File: src/verilog/tomasulo_pkg.sv
package tomasulo_pkg;

    // operand and result widths
    localparam int DATA_W   = 8;
    localparam int RESULT_W = 16;

    // architectural index widths
    localparam int REG_W = 4;  // 16 registers
    localparam int ROB_W = 3;  // 8 rob entries

    // value broadcast for a divide by zero
    localparam logic [RESULT_W-1:0] DIV_ZERO_RESULT = 16'h00FF;

    // function codes seen by the mul/div cluster
    typedef enum logic [3:0] {
        FUNC_MUL = 4'd2,  // full 16-bit product
        FUNC_DIV = 4'd3   // 8-bit quotient, zero extended
    } func_e;

endpackage

File: src/verilog/exec_pkg.sv
package exec_pkg;

    import tomasulo_pkg::*;

    localparam int NUM_UNITS  = 2;
    localparam int UNIT_IDX_W = $clog2(NUM_UNITS);
    localparam int RS_DEPTH   = 3;
    localparam int RS_IDX_W   = 2;
    localparam int MUL_LAT    = 3;
    localparam int DIV_LAT    = 8;  // one quotient bit per cycle
    localparam int LAT_CNT_W  = $clog2(DIV_LAT);

    typedef struct packed {
        logic              ready;
        logic [ROB_W-1:0]  tag;    // producer rob index
        logic [DATA_W-1:0] value;
    } operand_t;

    typedef struct packed {
        func_e             func;
        logic [REG_W-1:0]  rd;
        logic [ROB_W-1:0]  rob_ind;
        operand_t          src1;
        operand_t          src2;
    } issue_op_t;

    typedef struct packed {
        func_e             func;
        logic [REG_W-1:0]  rd;
        logic [ROB_W-1:0]  rob_ind;
        logic [DATA_W-1:0] a;
        logic [DATA_W-1:0] b;
    } exec_req_t;

    typedef struct packed {
        logic                valid;
        logic [ROB_W-1:0]    rob_ind;
        logic [REG_W-1:0]    rd;
        logic [RESULT_W-1:0] value;
    } cdb_t;

    typedef enum logic [1:0] {
        UNIT_IDLE,
        UNIT_BUSY,
        UNIT_DONE
    } unit_state_e;

endpackage

File: src/verilog/mul_rs.sv
`timescale 1ns/1ps

module mul_rs
    import tomasulo_pkg::*;
    import exec_pkg::*;
(
    input  logic                 clk1,
    input  logic                 rst,
    input  logic                 issue_valid,
    input  issue_op_t            issue_op,
    output logic                 issue_full,
    input  cdb_t                 cdb,
    input  cdb_t                 ext_cdb,
    input  logic [NUM_UNITS-1:0] unit_busy,
    output logic [NUM_UNITS-1:0] start,
    output exec_req_t            exec_req
);

    logic [RS_DEPTH-1:0]   ent_valid;
    issue_op_t             ent_op [RS_DEPTH];
    logic [RS_DEPTH-1:0]   ent_ready;
    logic [RS_IDX_W-1:0]   free_ent;
    logic [RS_IDX_W-1:0]   disp_ent;
    logic [UNIT_IDX_W-1:0] disp_unit;
    logic                  disp_go;
    logic                  issue_accept;
    issue_op_t             new_op;

    // capture a broadcast value if this operand waits on its tag
    function automatic operand_t wake(operand_t opnd, cdb_t bus_a, cdb_t bus_b);
        operand_t r;
        r = opnd;
        if (!opnd.ready && bus_a.valid && bus_a.rob_ind == opnd.tag)
        begin
            r.ready = 1'b1;
            r.value = bus_a.value[DATA_W-1:0];
        end
        else if (!opnd.ready && bus_b.valid && bus_b.rob_ind == opnd.tag)
        begin
            r.ready = 1'b1;
            r.value = bus_b.value[DATA_W-1:0];
        end
        return r;
    endfunction

    assign issue_full   = &ent_valid;
    assign issue_accept = issue_valid && !issue_full;

    // issued op may see its producer on the bus this same cycle
    always_comb
    begin
        new_op      = issue_op;
        new_op.src1 = wake(issue_op.src1, cdb, ext_cdb);
        new_op.src2 = wake(issue_op.src2, cdb, ext_cdb);
    end

    always_comb
    begin
        free_ent = '0;
        for (int i = RS_DEPTH - 1; i >= 0; i--)
        begin
            if (!ent_valid[i])
                free_ent = RS_IDX_W'(i);  // lowest free wins
        end
    end

    always_comb
    begin
        for (int i = 0; i < RS_DEPTH; i++)
            ent_ready[i] = ent_valid[i] && ent_op[i].src1.ready && ent_op[i].src2.ready;
    end

    // lowest ready entry to lowest free unit
    always_comb
    begin
        disp_ent  = '0;
        disp_unit = '0;
        for (int i = RS_DEPTH - 1; i >= 0; i--)
        begin
            if (ent_ready[i])
                disp_ent = RS_IDX_W'(i);
        end
        for (int u = NUM_UNITS - 1; u >= 0; u--)
        begin
            if (!unit_busy[u])
                disp_unit = UNIT_IDX_W'(u);
        end
        disp_go = |ent_ready && !(&unit_busy);
    end

    always_comb
    begin
        start = '0;
        if (disp_go)
            start[disp_unit] = 1'b1;
    end

    always_comb
    begin
        exec_req.func    = ent_op[disp_ent].func;
        exec_req.rd      = ent_op[disp_ent].rd;
        exec_req.rob_ind = ent_op[disp_ent].rob_ind;
        exec_req.a       = ent_op[disp_ent].src1.value;
        exec_req.b       = ent_op[disp_ent].src2.value;
    end

    always_ff @(posedge clk1)
    begin
        if (rst)
        begin
            ent_valid <= '0;
        end
        else
        begin
            if (disp_go)
                ent_valid[disp_ent] <= 1'b0;
            if (issue_accept)
                ent_valid[free_ent] <= 1'b1;  // never the dispatching entry
        end
    end

    always_ff @(posedge clk1)
    begin
        for (int i = 0; i < RS_DEPTH; i++)
        begin
            ent_op[i].src1 <= wake(ent_op[i].src1, cdb, ext_cdb);
            ent_op[i].src2 <= wake(ent_op[i].src2, cdb, ext_cdb);
        end
        if (issue_accept)
            ent_op[free_ent] <= new_op;
    end

    a_no_issue_when_full: assert property (
        @(posedge clk1) disable iff (rst) issue_valid |-> !issue_full);

    a_start_onehot: assert property (
        @(posedge clk1) disable iff (rst) $onehot0(start));

endmodule

File: src/verilog/mul_div_unit.sv
`timescale 1ns/1ps

module mul_div_unit
    import tomasulo_pkg::*;
    import exec_pkg::*;
(
    input  logic      clk1,
    input  logic      rst,
    input  logic      start,
    input  exec_req_t req,
    output logic      busy,
    output logic      done,
    output cdb_t      result,
    input  logic      grant
);

    unit_state_e          state;
    logic [LAT_CNT_W-1:0] cnt;
    logic                 is_div;
    logic [DATA_W-1:0]    divisor;
    logic [DATA_W-1:0]    rem;
    logic [DATA_W-1:0]    quo;
    logic [DATA_W-1:0]    step_rem;
    logic [DATA_W-1:0]    step_quo;
    logic [DATA_W-1:0]    step_div;
    logic [DATA_W:0]      shifted;
    logic [DATA_W-1:0]    rem_nxt;
    logic [DATA_W-1:0]    quo_nxt;
    logic [ROB_W-1:0]     res_rob;
    logic [REG_W-1:0]     res_rd;
    logic [RESULT_W-1:0]  res_value;

    assign busy = (state != UNIT_IDLE);
    assign done = (state == UNIT_DONE);

    // first quotient bit is taken in the start cycle
    assign step_rem = (state == UNIT_IDLE) ? '0    : rem;
    assign step_quo = (state == UNIT_IDLE) ? req.a : quo;
    assign step_div = (state == UNIT_IDLE) ? req.b : divisor;

    // one restoring shift-subtract step
    always_comb
    begin
        shifted = {step_rem, step_quo[DATA_W-1]};
        if (shifted >= {1'b0, step_div})
        begin
            rem_nxt = DATA_W'(shifted - {1'b0, step_div});
            quo_nxt = {step_quo[DATA_W-2:0], 1'b1};
        end
        else
        begin
            rem_nxt = shifted[DATA_W-1:0];
            quo_nxt = {step_quo[DATA_W-2:0], 1'b0};
        end
    end

    always_ff @(posedge clk1)
    begin
        if (rst)
        begin
            state <= UNIT_IDLE;
            cnt   <= '0;
        end
        else
        begin
            case (state)
                UNIT_IDLE:
                begin
                    if (start)
                    begin
                        state <= UNIT_BUSY;
                        cnt   <= (req.func == FUNC_MUL) ? LAT_CNT_W'(MUL_LAT - 1)
                                                        : LAT_CNT_W'(DIV_LAT - 1);
                    end
                end
                UNIT_BUSY:
                begin
                    cnt <= cnt - 1'b1;
                    if (cnt == LAT_CNT_W'(1))
                        state <= UNIT_DONE;
                end
                UNIT_DONE:
                begin
                    if (grant)
                        state <= UNIT_IDLE;  // result taken by the arbiter
                end
                default:
                    state <= UNIT_IDLE;
            endcase
        end
    end

    always_ff @(posedge clk1)
    begin
        if (state == UNIT_IDLE && start)
        begin
            is_div    <= (req.func == FUNC_DIV);
            res_rob   <= req.rob_ind;
            res_rd    <= req.rd;
            divisor   <= req.b;
            rem       <= rem_nxt;
            quo       <= quo_nxt;
            res_value <= RESULT_W'(req.a) * RESULT_W'(req.b);
        end
        else if (state == UNIT_BUSY && is_div)
        begin
            rem <= rem_nxt;
            quo <= quo_nxt;
            if (cnt == LAT_CNT_W'(1))
                res_value <= (divisor == '0) ? DIV_ZERO_RESULT : RESULT_W'(quo_nxt);
        end
    end

    always_comb
    begin
        result.valid   = done;
        result.rob_ind = res_rob;
        result.rd      = res_rd;
        result.value   = res_value;
    end

    a_start_when_idle: assert property (
        @(posedge clk1) disable iff (rst) start |-> state == UNIT_IDLE);

    a_grant_when_done: assert property (
        @(posedge clk1) disable iff (rst) grant |-> done);

endmodule

File: src/verilog/cdb_arbiter.sv
`timescale 1ns/1ps

module cdb_arbiter
    import exec_pkg::*;
(
    input  logic                 clk1,
    input  logic                 rst,
    input  logic [NUM_UNITS-1:0] done,
    input  cdb_t                 unit_result [NUM_UNITS],
    output logic [NUM_UNITS-1:0] grant,
    output cdb_t                 cdb
);

    logic [UNIT_IDX_W-1:0] ptr;  // first unit to look at
    logic [UNIT_IDX_W-1:0] sel;
    logic                  found;

    always_comb
    begin
        int idx;
        grant = '0;
        sel   = '0;
        found = 1'b0;
        for (int k = 0; k < NUM_UNITS; k++)
        begin
            idx = int'(ptr) + k;
            if (idx >= NUM_UNITS)
                idx = idx - NUM_UNITS;
            if (!found && done[idx])
            begin
                found = 1'b1;
                sel   = UNIT_IDX_W'(idx);
            end
        end
        if (found)
            grant[sel] = 1'b1;
    end

    always_ff @(posedge clk1)
    begin
        if (rst)
            ptr <= '0;
        else if (found)
            ptr <= (sel == UNIT_IDX_W'(NUM_UNITS - 1)) ? '0 : sel + 1'b1;
    end

    // bus is one cycle behind the grant
    always_ff @(posedge clk1)
    begin
        if (rst)
            cdb.valid <= 1'b0;
        else
            cdb.valid <= found;
        if (found)
        begin
            cdb.rob_ind <= unit_result[sel].rob_ind;
            cdb.rd      <= unit_result[sel].rd;
            cdb.value   <= unit_result[sel].value;
        end
    end

    a_grant_onehot: assert property (
        @(posedge clk1) disable iff (rst) $onehot0(grant));

endmodule

File: src/verilog/mul_cluster_top.sv
`timescale 1ns/1ps

module mul_cluster_top
    import exec_pkg::*;
(
    input  logic      clk1,
    input  logic      rst,
    input  logic      issue_valid,
    input  issue_op_t issue_op,
    output logic      issue_full,
    input  cdb_t      ext_cdb,
    output cdb_t      cdb
);

    logic [NUM_UNITS-1:0] unit_busy;
    logic [NUM_UNITS-1:0] unit_start;
    logic [NUM_UNITS-1:0] unit_done;
    logic [NUM_UNITS-1:0] unit_grant;
    exec_req_t            exec_req;  // shared by all units
    cdb_t                 unit_result [NUM_UNITS];

    mul_rs mul_rs_inst (
        .clk1        (clk1),
        .rst         (rst),
        .issue_valid (issue_valid),
        .issue_op    (issue_op),
        .issue_full  (issue_full),
        .cdb         (cdb),
        .ext_cdb     (ext_cdb),
        .unit_busy   (unit_busy),
        .start       (unit_start),
        .exec_req    (exec_req)
    );

    for (genvar i = 0; i < NUM_UNITS; i++)
    begin : g_unit
        mul_div_unit unit_inst (
            .clk1   (clk1),
            .rst    (rst),
            .start  (unit_start[i]),
            .req    (exec_req),
            .busy   (unit_busy[i]),
            .done   (unit_done[i]),
            .result (unit_result[i]),
            .grant  (unit_grant[i])
        );
    end

    cdb_arbiter cdb_arbiter_inst (
        .clk1        (clk1),
        .rst         (rst),
        .done        (unit_done),
        .unit_result (unit_result),
        .grant       (unit_grant),
        .cdb         (cdb)
    );

endmodule

File: config.mk
export PLATFORM = sky130hd
export DESIGN_NAME = mul_cluster_top
export DESIGN_NICKNAME = d
export VERILOG_FILES = /design/src/verilog/tomasulo_pkg.sv /design/src/verilog/exec_pkg.sv /design/src/verilog/mul_rs.sv /design/src/verilog/mul_div_unit.sv /design/src/verilog/cdb_arbiter.sv /design/src/verilog/mul_cluster_top.sv
export SDC_FILE = /design/constraint.sdc
export NUM_CORES = 1
export LEC_CHECK = 0
export CAP_MARGIN = 10
export CORE_MARGIN = 5
export CORE_UTILIZATION = 40
export DETAILED_ROUTE_END_ITERATION = 8
export DONT_BUFFER_PORTS = 1
export PLACE_DENSITY = 0.6
export SYNTH_ARGS = -nofsm -noshare
export SYNTH_HDL_FRONTEND = slang
export SYNTH_HIERARCHICAL = 1
export SYNTH_SLANG_ARGS = --single-unit
File: constraint.sdc
create_clock -name clk1 -period 8.2 [get_ports clk1]
set_input_delay 0.41 -clock clk1 [delete_from_list [all_inputs] [get_ports clk1]]
set_output_delay 0.41 -clock clk1 [all_outputs]
set_load 0.05 [all_outputs]
Yosys cells after proc, flatten, opt, wreduce, memory -nomap -nowiden
Memories as Yosys holds them, arrays and structs flattened.
Cells that the tools add are included.
{"block": "word_totals", "ff_bits": 134, "in_bits": 62, "rom_bits": 0, "ramBits": 105, "latch_bits": 0, "memories": 1}
{"block": "op_classes", "add_sub_neg": 8, "div_mod_pow": 0, "bitwise": 4, "n_lt_le_gt_ge": 15, "mul": 1, "mux": 110, "n_reduce_logical": 81, "n_eq_ne": 30, "n_shift": 0}
{"memory": "mul_rs_inst.ent_op", "depth": 3, "word_bits": 35, "read_ports": 4, "rd_clocked_by_memory_dff": 0, "write_ports": 4, "line": "mul_rs.sv:20", "rtl": "issue_op_t ent_op [RS_DEPTH];"}
{"op": "$mux 8", "count": 34}
{"op": "$mux 16", "count": 6}
{"op": "$mux 23", "count": 3}
{"op": "$lt 32x3->1 const B", "count": 2}
{"op": "$mux 32", "count": 2}
{"op": "$logic_and 1x1->1", "count": 49}
{"op": "$eq 3x3->1", "count": 16}
{"op": "$mux 1", "count": 37}
{"op": "$ge 32x3->1 const B", "count": 1}
{"op": "$sub 32x3->32 const B", "count": 1}
{"op": "$mux 2", "count": 14}
{"op": "$ge 9x8->1", "count": 2}
{"op": "$mux 3", "count": 6}
{"op": "$logic_not 8->1", "count": 2}
{"op": "$mul 8x8->16", "count": 1}
{"op": "$reduce_bool 2->1", "count": 8}
{"op": "$sub 8x8->8", "count": 2}
{"op": "$pmux 2 s3", "count": 2}
{"op": "$pmux 3 s2", "count": 2}
{"op": "$logic_not 1->1", "count": 11}
{"op": "$reduce_and 2->1", "count": 5}
{"op": "$reduce_and 3->1", "count": 3}
{"op": "$eq 4x2->1 const B", "count": 2}
{"op": "$ne 2x1->1 const B", "count": 4}
{"op": "other kinds (22)", "count": 34}

Logic depth before layout (Yosys ltp)
Gate-level depths: netlist (run 1).
{"block": "logic_depth", "depth_word": 16, "depth_mapped": 21, "mapped_depth_nobuf": 19}

Cells and area by module
Netlist (run 1), hierarchy kept.
{"module": "mul_rs", "cells_each": 469, "instances": 1, "area_each_um2": 5814.3}
{"module": "mul_div_unit (g_unit[0].unit_inst)", "cells_each": 453, "instances": 1, "area_each_um2": 4679.5}
{"module": "mul_div_unit (g_unit[1].unit_inst)", "cells_each": 446, "instances": 1, "area_each_um2": 4644.5}
{"module": "cdb_arbiter", "cells_each": 58, "instances": 1, "area_each_um2": 1064.8}

Least setup slack after synthesis (run 1)
OpenSTA, ideal clock, no wires.
{"block": "synth_path", "path_kind": "register to register", "from": "register mul_rs_inst.ent_valid[0]", "to": "register g_unit[1].unit_inst.res_value[10], data pin", "synth_period_minus_slack_ns": 5.789, "path_stages_with_launch": 21, "required_time_ns": 7.930, "slack_ns": 2.411, "n_path_buf": 2, "setup_ns": 0.270, "arrival_ns": 5.519, "path_cell_list": "dfxtp_1 nand3_1 nand2b_1 buf_2 buf_2 mux2i_1 a21oi_1 nand2_1 fa_1 fa_1 inv_1 fa_1 inv_1 fa_1 inv_1 ha_1 and3_1 a211o_1 a211oi_1 or3_1 a21oi_1"}
{"element": "start, declared", "line": "mul_rs.sv:19", "rtl": "logic [RS_DEPTH-1:0] ent_valid;"}
{"element": "start signal, assigned", "line": "mul_rs.sv:111", "rtl": "ent_valid <= '0;"}
{"element": "start signal, assigned by index", "line": "mul_rs.sv:116", "rtl": "ent_valid[disp_ent] <= 1'b0;"}
{"element": "start signal, assigned by index", "line": "mul_rs.sv:118", "rtl": "ent_valid[free_ent] <= 1'b1;"}
{"element": "end signal, assigned", "line": "mul_div_unit.sv:103", "rtl": "res_value <= RESULT_W'(req.a) * RESULT_W'(req.b);"}
{"element": "end signal, assigned", "line": "mul_div_unit.sv:110", "rtl": "res_value <= (divisor == '0) ? DIV_ZERO_RESULT : RESULT_W'(quo_nxt);"}
{"element": "end, declared", "line": "mul_div_unit.sv:31", "rtl": "logic [RESULT_W-1:0] res_value;"}

==> reports/qor.txt, run 1 <==
OUTCOME
--------------------------------------------------------------------------------
Outcome                                                             finished clean

PLACED DESIGN
--------------------------------------------------------------------------------
Total placed instance area                                            16800 um^2
Worst slack after detailed placement                                     1.94 ns
Detailed Place HPWL                                                     28200 um
GPL Wtd Cong                                                               0.887
Placed cell count                                                           1931
Quantity of I/O buffers inserted on ports                                      0

GLOBAL ROUTE
--------------------------------------------------------------------------------
Largest net degree at the start of global routing                             36
Overall track demand over capacity in global routing                       18.3%
Number of antenna violations at the first check in global routing              2
Wire length of the first global-routing pass                            64600 um
Via count of the first global-routing pass                                 11086
GRT overflow                                                                   0

CRITICAL PATH
--------------------------------------------------------------------------------
Largest fanout on the critical path                                           35
Startpoint kind of the worst setup timing path                          register
Critical path data required time                                         8.62 ns
Critical path type                                                       reg2reg
Arrival time reported for the critical path endpoint                     6.70 ns
Kind of end point of the critical path                                  register

TIMING
--------------------------------------------------------------------------------
Clk_skew                                                              0.00766 ns
Final count of hold timing violations                                          0
Headroom to the max-slew limit                                             28.0%
TNS Setup                                                                   0 ns
RSZ-0062 raised after global routing                                       false
Final critical-path required period                                      6.28 ns
Maximum clock frequency                                                  159 MHz
Slew at the pin closest to its max-slew limit                            1.08 ns
Final setup violation count                                                    0
Final Slew Violations                                                          0
Period Utilization, post-route                                             76.6%
Smallest setup slack after layout                                        1.92 ns

PWR
--------------------------------------------------------------------------------
Static power due to leakage                                              7.28 nW
Pwr per Cell Area                                                    297 nW/um^2
Peak supply drop                                                      0.000212 V

FLOORPLAN
--------------------------------------------------------------------------------
Area of the core                                                      39900 um^2
Die extent in x                                                           211 um
FP Rows                                                                       73
Die span in y                                                             211 um
Starting Density                                                           40.6%
Die Outline Area                                                      44600 um^2
I/O pin count                                                                 87

CLOCK NETWORK
--------------------------------------------------------------------------------
CTS tree                                                                   built
CTS clock-pin slew for the worst setup and hold paths                    0.06 ns
Setup Buffers After CTS                                                        0
Max H-tree Level                                                               1
Root buffer selected by CTS                                         sky130_fd_sc_hd__clkbuf_16
Number of CTS-inserted buffers                                                28
Clock Sinks                                                                  239
Worst-skew pair later-pin latency                                        0.57 ns
Worst-case clock buffer depth                                                  3

ROUTE
--------------------------------------------------------------------------------
Detailed-route vias per instance                                            5.54
Final routed wire length divided by cell count                           20.6 um
Post-route DRC                                                                 0
Number of nets still failing antenna checks after routing                      0
Iter 0 DRT Violations                                                        788
DR vias                                                                    11100
Wirelength, routed                                                      41200 um
Router iterations before antenna repair                                        5

SYNTH
--------------------------------------------------------------------------------
Mapped Avg Cell Area                                                   11.4 um^2
Synthesized netlist cell count                                              1424
Netlist area before placement                                         16200 um^2
Total of warnings raised by yosys                                              6
Net count after synthesis                                                   1652

FINISH
--------------------------------------------------------------------------------
Fraction of layout cells with a size suffix above 1                        10.3%
Synth-to-layout area growth                                                10.7%
Non-Filler Instances                                                        2002
Net total in the final layout                                               1682
Final design instance area without fill                               17900 um^2

MIN PATH
--------------------------------------------------------------------------------
Path category of the worst min-delay check                                in2reg

RUN
--------------------------------------------------------------------------------
Max-capacitance violation count                                                0

[cell type report]
cell class | instances | area, um^2
multi-input combinational | 1017 | 8540
fill | 3636 | 22000
clock buffer | 32 | 716
antenna | 1 | 2.50
clock inverter | 20 | 194
timing repair buffer | 44 | 375
tap | 525 | 657
inverter | 124 | 465
sequential | 239 | 6970
[where the power goes]
group | total, mW | internal (mW) | switching, mW | leakage, nW
logic | 2.57 | 1.05 | 1.52 | 4.65
registers | 1.52 | 1.47 | 0.0506 | 2.19
clock network | 1.23 | 0.699 | 0.533 | 0.443
[critical path: stages (launching register included)]
cell,delay [ns]
sky130_fd_sc_hd__dfxtp_1,0.40
sky130_fd_sc_hd__and3_1,0.22
sky130_fd_sc_hd__nand3_2,0.58
sky130_fd_sc_hd__a21oi_1,1.02
sky130_fd_sc_hd__buf_4,0.30
sky130_fd_sc_hd__and2_1,0.15
sky130_fd_sc_hd__fa_1,0.42
sky130_fd_sc_hd__fa_1,0.47
sky130_fd_sc_hd__fa_1,0.55
sky130_fd_sc_hd__inv_1,0.06
sky130_fd_sc_hd__fa_1,0.54
sky130_fd_sc_hd__inv_1,0.04
sky130_fd_sc_hd__ha_1,0.38
sky130_fd_sc_hd__o2111ai_1,0.17
sky130_fd_sc_hd__a31oi_1,0.18
sky130_fd_sc_hd__or4_1,0.49
sky130_fd_sc_hd__a21oi_1,0.15
[placed cells by master, fill, tap and decap left out, drive strengths merged, types with 41 or more instances in the layout]
master	n
mux2	41
a21oi	65
nor2	91
mux2i	66
nand2	106
edfxtp	218
fa	74
a221oi	53
nor3	45
and2	117
ha	92
inv	126
[final timing paths]
kind / cells after the start / endpoint / slack [ns] / from
setup / recovery: 16 / g_unit[1].unit_inst/res_value[15] / 1.92 / mul_rs_inst/ent_op[2][11]
hold / removal: 2 / mul_rs_inst/ent_op[2][23] / 0.07 / issue_op[23]
setup reg to reg: 16 / g_unit[1].unit_inst/res_value[15] / 1.92 / mul_rs_inst/ent_op[2][11]
hold reg to reg: 2 / g_unit[1].unit_inst/cnt[2] / 0.50 / g_unit[1].unit_inst/cnt[2]
[layer usage]
| metal | track usage (%) | wire, um |
|---|---|---|
| met3 | 2.70 | 2510 |
| met4 | 4.25 | 746 |
| met5 | 0 | 0 |
| met2 | 29.4 | 19400 |
| met1 | 26.4 | 18500 |
[timing repair]
item | 4_1_cts | 5_1_grt
gates resized for setup | 0 | 0
hold endpoints to repair | 66 | 0
hold buffers | 18 | 0
[metrics by stage]
step	hold WS [ns]	utilization [%]	total power [mW]
final	0.0652	44.9	5.32
after detailed placement	0.484	42.1	4.09
after floorplan	0.460	-	3.52
after global routing	0.0545	44.9	5.79
after global placement	0.478	42.1	4.05
after CTS	0.0305	44.9	5.37
[registers in the layout (all words and copies together) (netlist names)]
signal,count
mul_rs_inst/ent_op,105
cdb_arbiter_inst/ptr,1
g_unit.unit_inst/is_div,2
g_unit.unit_inst/res_rob,6
cdb_arbiter_inst/cdb,24
g_unit.unit_inst/cnt,6
g_unit.unit_inst/divisor,16
g_unit.unit_inst/quo,16
g_unit.unit_inst/rem,16
mul_rs_inst/ent_valid,3
g_unit.unit_inst/res_value,32
g_unit.unit_inst/state,4
g_unit.unit_inst/res_rd,8
Note: power is estimated with default switching activity, not from simulation.
==> run 2: changes to the inputs <==
- ABC_AREA: unset -> 1
- PLACE_DENSITY: 0.6 -> 0.62
- clock period: 8.2 -> 5.1 ns (I/O delays scaled with it)
==> reports/qor.txt, run 2 <==
TIMING
--------------------------------------------------------------------------------
Period Utilization, post-route                                             95.8%   +19 points
Headroom to the max-slew limit                                             30.4%   +2.5 points
Final Slew Violations                                                          0   unchanged
Final setup violation count                                                    0   unchanged
Final count of hold timing violations                                          0   unchanged
Hold slack final                                                       0.0498 ns   -0.0154 ns
Clk_skew                                                               0.0404 ns   +0.0327 ns
Maximum clock frequency                                                  205 MHz   +29%
Final critical-path required period                                      4.89 ns   -1.39 ns
Slew at the pin closest to its max-slew limit                            1.04 ns   -0.0408 ns

CLOCK NETWORK
--------------------------------------------------------------------------------
Worst-skew pair later-pin latency                                        0.58 ns   about the same
Max H-tree Level                                                               1   unchanged
Number of CTS-inserted buffers                                                28   unchanged
Clock Sinks                                                                  239   unchanged
CTS tree                                                                   built
Root buffer selected by CTS                                         sky130_fd_sc_hd__clkbuf_16
CTS clock-pin slew for the worst setup and hold paths                    0.06 ns   about the same
Worst-case clock buffer depth                                                  3   unchanged

FLOORPLAN
--------------------------------------------------------------------------------
FP Rows                                                                       77   +5.5%
Die span in y                                                             222 um   +5.3%
Die extent in x                                                           222 um   +5.3%
I/O pin count                                                                 87   unchanged
Area of the core                                                      44400 um^2   +11%
Starting Density                                                           40.6%   +0.072 points
Die Outline Area                                                      49500 um^2   +11%

ROUTE
--------------------------------------------------------------------------------
Final routed wire length divided by cell count                           16.9 um   -18%
Number of nets still failing antenna checks after routing                      0   unchanged
Router iterations before antenna repair                                        6   +1
DR vias                                                                    14845   +34%
Iter 0 DRT Violations                                                       1205   +53%
Post-route DRC                                                                 0   unchanged
Wirelength, routed                                                      49900 um   +21%
Detailed-route vias per instance                                            5.03   -9.2%

PLACED DESIGN
--------------------------------------------------------------------------------
Total placed instance area                                            19100 um^2   +13%
GPL Wtd Cong                                                               0.918   +3.5%
Quantity of I/O buffers inserted on ports                                      0   unchanged
Detailed Place HPWL                                                     36800 um   +30%

FINISH
--------------------------------------------------------------------------------
Registers with the most flip-flops                                  mul_rs_inst/ent_op (105), g_unit.unit_inst/res_value (32), cdb_arbiter_inst/cdb (24)
Fraction of layout cells with a size suffix above 1                        11.2%   +0.94 points
Synth-to-layout area growth                                                14.0%
Most common cell after layout, fill and taps aside                  sky130_fd_sc_hd__nand2_1
Final design instance area without fill                               20600 um^2   +15%
Number of antenna diodes                                                       0   -1
Commonest non-fill, non-tap cells in the layout                     sky130_fd_sc_hd__nand2_1 (718), sky130_fd_sc_hd__inv_1 (393), sky130_fd_sc_hd__nand3_1 (282)
Max FFs per register                                                         105   unchanged
Most flop-heavy register                                            mul_rs_inst/ent_op
Net total in the final layout                                               2564   +52%

SYNTH
--------------------------------------------------------------------------------
Netlist area before placement                                         18000 um^2   +11%
Synthesized netlist cell count                                              2280   +60%
Total of warnings raised by yosys                                              6   unchanged
Mapped Avg Cell Area                                                   7.91 um^2   -30%
Net count after synthesis                                                   2508   +52%

CRITICAL PATH
--------------------------------------------------------------------------------
Critical path data required time                                         5.39 ns   -3.23 ns
Critical path type                                                       reg2reg
Arrival time reported for the critical path endpoint                     5.17 ns   -1.53 ns
Kind of end point of the critical path                                  register
Startpoint kind of the worst setup timing path                          register
Largest fanout on the critical path                                            6   -83%

RUN
--------------------------------------------------------------------------------
Max-capacitance violation count                                                0   unchanged

GLOBAL ROUTE
--------------------------------------------------------------------------------
GRT overflow                                                                   0   unchanged
Wire length of the first global-routing pass                            78100 um   +21%
Number of antenna violations at the first check in global routing              0   -2
Largest net degree at the start of global routing                             36   unchanged
Via count of the first global-routing pass                                 14243   +28%
Overall track demand over capacity in global routing                       19.4%   +1.1 points

OUTCOME
--------------------------------------------------------------------------------
Outcome                                                             finished clean

PWR
--------------------------------------------------------------------------------
Static power due to leakage                                              10.4 nW   +42%
Peak supply drop                                                      0.000371 V   +74%
Pwr per Cell Area                                                    463 nW/um^2   +56%

MIN PATH
--------------------------------------------------------------------------------
Path category of the worst min-delay check                                in2reg

[run 2: worst paths after layout]
check / startpoint / end / slack, ns / depth (start not counted)
worst max-delay path: mul_rs_inst/ent_op[2][11] / g_unit[1].unit_inst/res_value[10] / 0.21 / 25
worst min-delay path: ext_cdb[22] / mul_rs_inst/ent_op[1][23] / 0.05 / 5
worst max register to register: mul_rs_inst/ent_op[2][11] / g_unit[1].unit_inst/res_value[10] / 0.21 / 25
worst min register to register: g_unit[1].unit_inst/cnt[1] / g_unit[1].unit_inst/cnt[1] / 0.51 / 2
[run 2: area by class of cell]
cell class / instances / area [um^2]
Multi-Input combinational cell: 1552 / 9410
Clock buffer: 41 / 769
Timing Repair Buffer: 102 / 990
Clock inverter: 11 / 133
Inverter: 413 / 1560
Sequential cell: 239 / 6980
Tap cell: 592 / 741
Fill cell: 4317 / 23800
[run 2: stage by stage]
stage	cells	utilization [%]	power (mW)	setup slack (ns)	setup TNS, ns
floorplan	2280	-	5.75	0.144	0
global placement	2869	42.9	6.92	0.0395	0
detailed placement	2869	42.9	7.00	-0.0326	-0.101
CTS	2943	45.5	9.03	-0.00519	-0.00519
global route	2950	46.3	10.4	-0.0206	-0.0568
finish	2950	46.3	9.52	0.213	0
[run 2: metal layers]
metal | vias to the layer above | track usage, % | part of all wire, %
li1 | 7332 | - | -
met1 | 6978 | 26.3 | 44
met2 | 466 | 32.9 | 47
met3 | 69 | 3.35 | 6.4
met4 | 0 | 4.17 | 2.3
met5 | - | 0 | 0
[run 2: worst max-delay path: stages, from the launching register on]
cell,delay (ns)
sky130_fd_sc_hd__dfxtp_2,0.37
sky130_fd_sc_hd__nand3_2,0.13
sky130_fd_sc_hd__nor2_4,0.18
sky130_fd_sc_hd__buf_4,0.14
sky130_fd_sc_hd__nor2_4,0.05
sky130_fd_sc_hd__buf_12,0.13
sky130_fd_sc_hd__buf_12,0.12
sky130_fd_sc_hd__nand2_2,0.06
sky130_fd_sc_hd__nand2_4,0.08
sky130_fd_sc_hd__clkbuf_16,0.17
sky130_fd_sc_hd__nand2_1,0.05
sky130_fd_sc_hd__inv_1,0.06
sky130_fd_sc_hd__fa_1,0.54
sky130_fd_sc_hd__fa_1,0.45
sky130_fd_sc_hd__fa_1,0.54
sky130_fd_sc_hd__inv_1,0.05
sky130_fd_sc_hd__fa_1,0.53
sky130_fd_sc_hd__inv_1,0.06
sky130_fd_sc_hd__ha_4,0.26
sky130_fd_sc_hd__nand2_2,0.09
sky130_fd_sc_hd__inv_1,0.06
sky130_fd_sc_hd__a21oi_1,0.13
sky130_fd_sc_hd__nand2_1,0.08
sky130_fd_sc_hd__xor2_1,0.15
sky130_fd_sc_hd__inv_1,0.06
sky130_fd_sc_hd__nor2_1,0.04
[run 2: where the power goes]
group / total (mW) / internal [mW] / switching [mW]
clock network: 1.96 / 1.15 / 0.807
registers: 2.42 / 2.34 / 0.0739
logic: 5.14 / 2.07 / 3.07
[run 2: what timing repair did]
action                                 CTS  global route
gates cloned                             0             2
hold buffers                            21             0
pin swaps                                2            21
setup buffers                            1             5
gates resized for setup                  5            64
setup endpoints to repair               15            20
endpoints found under the hold margin   71             0
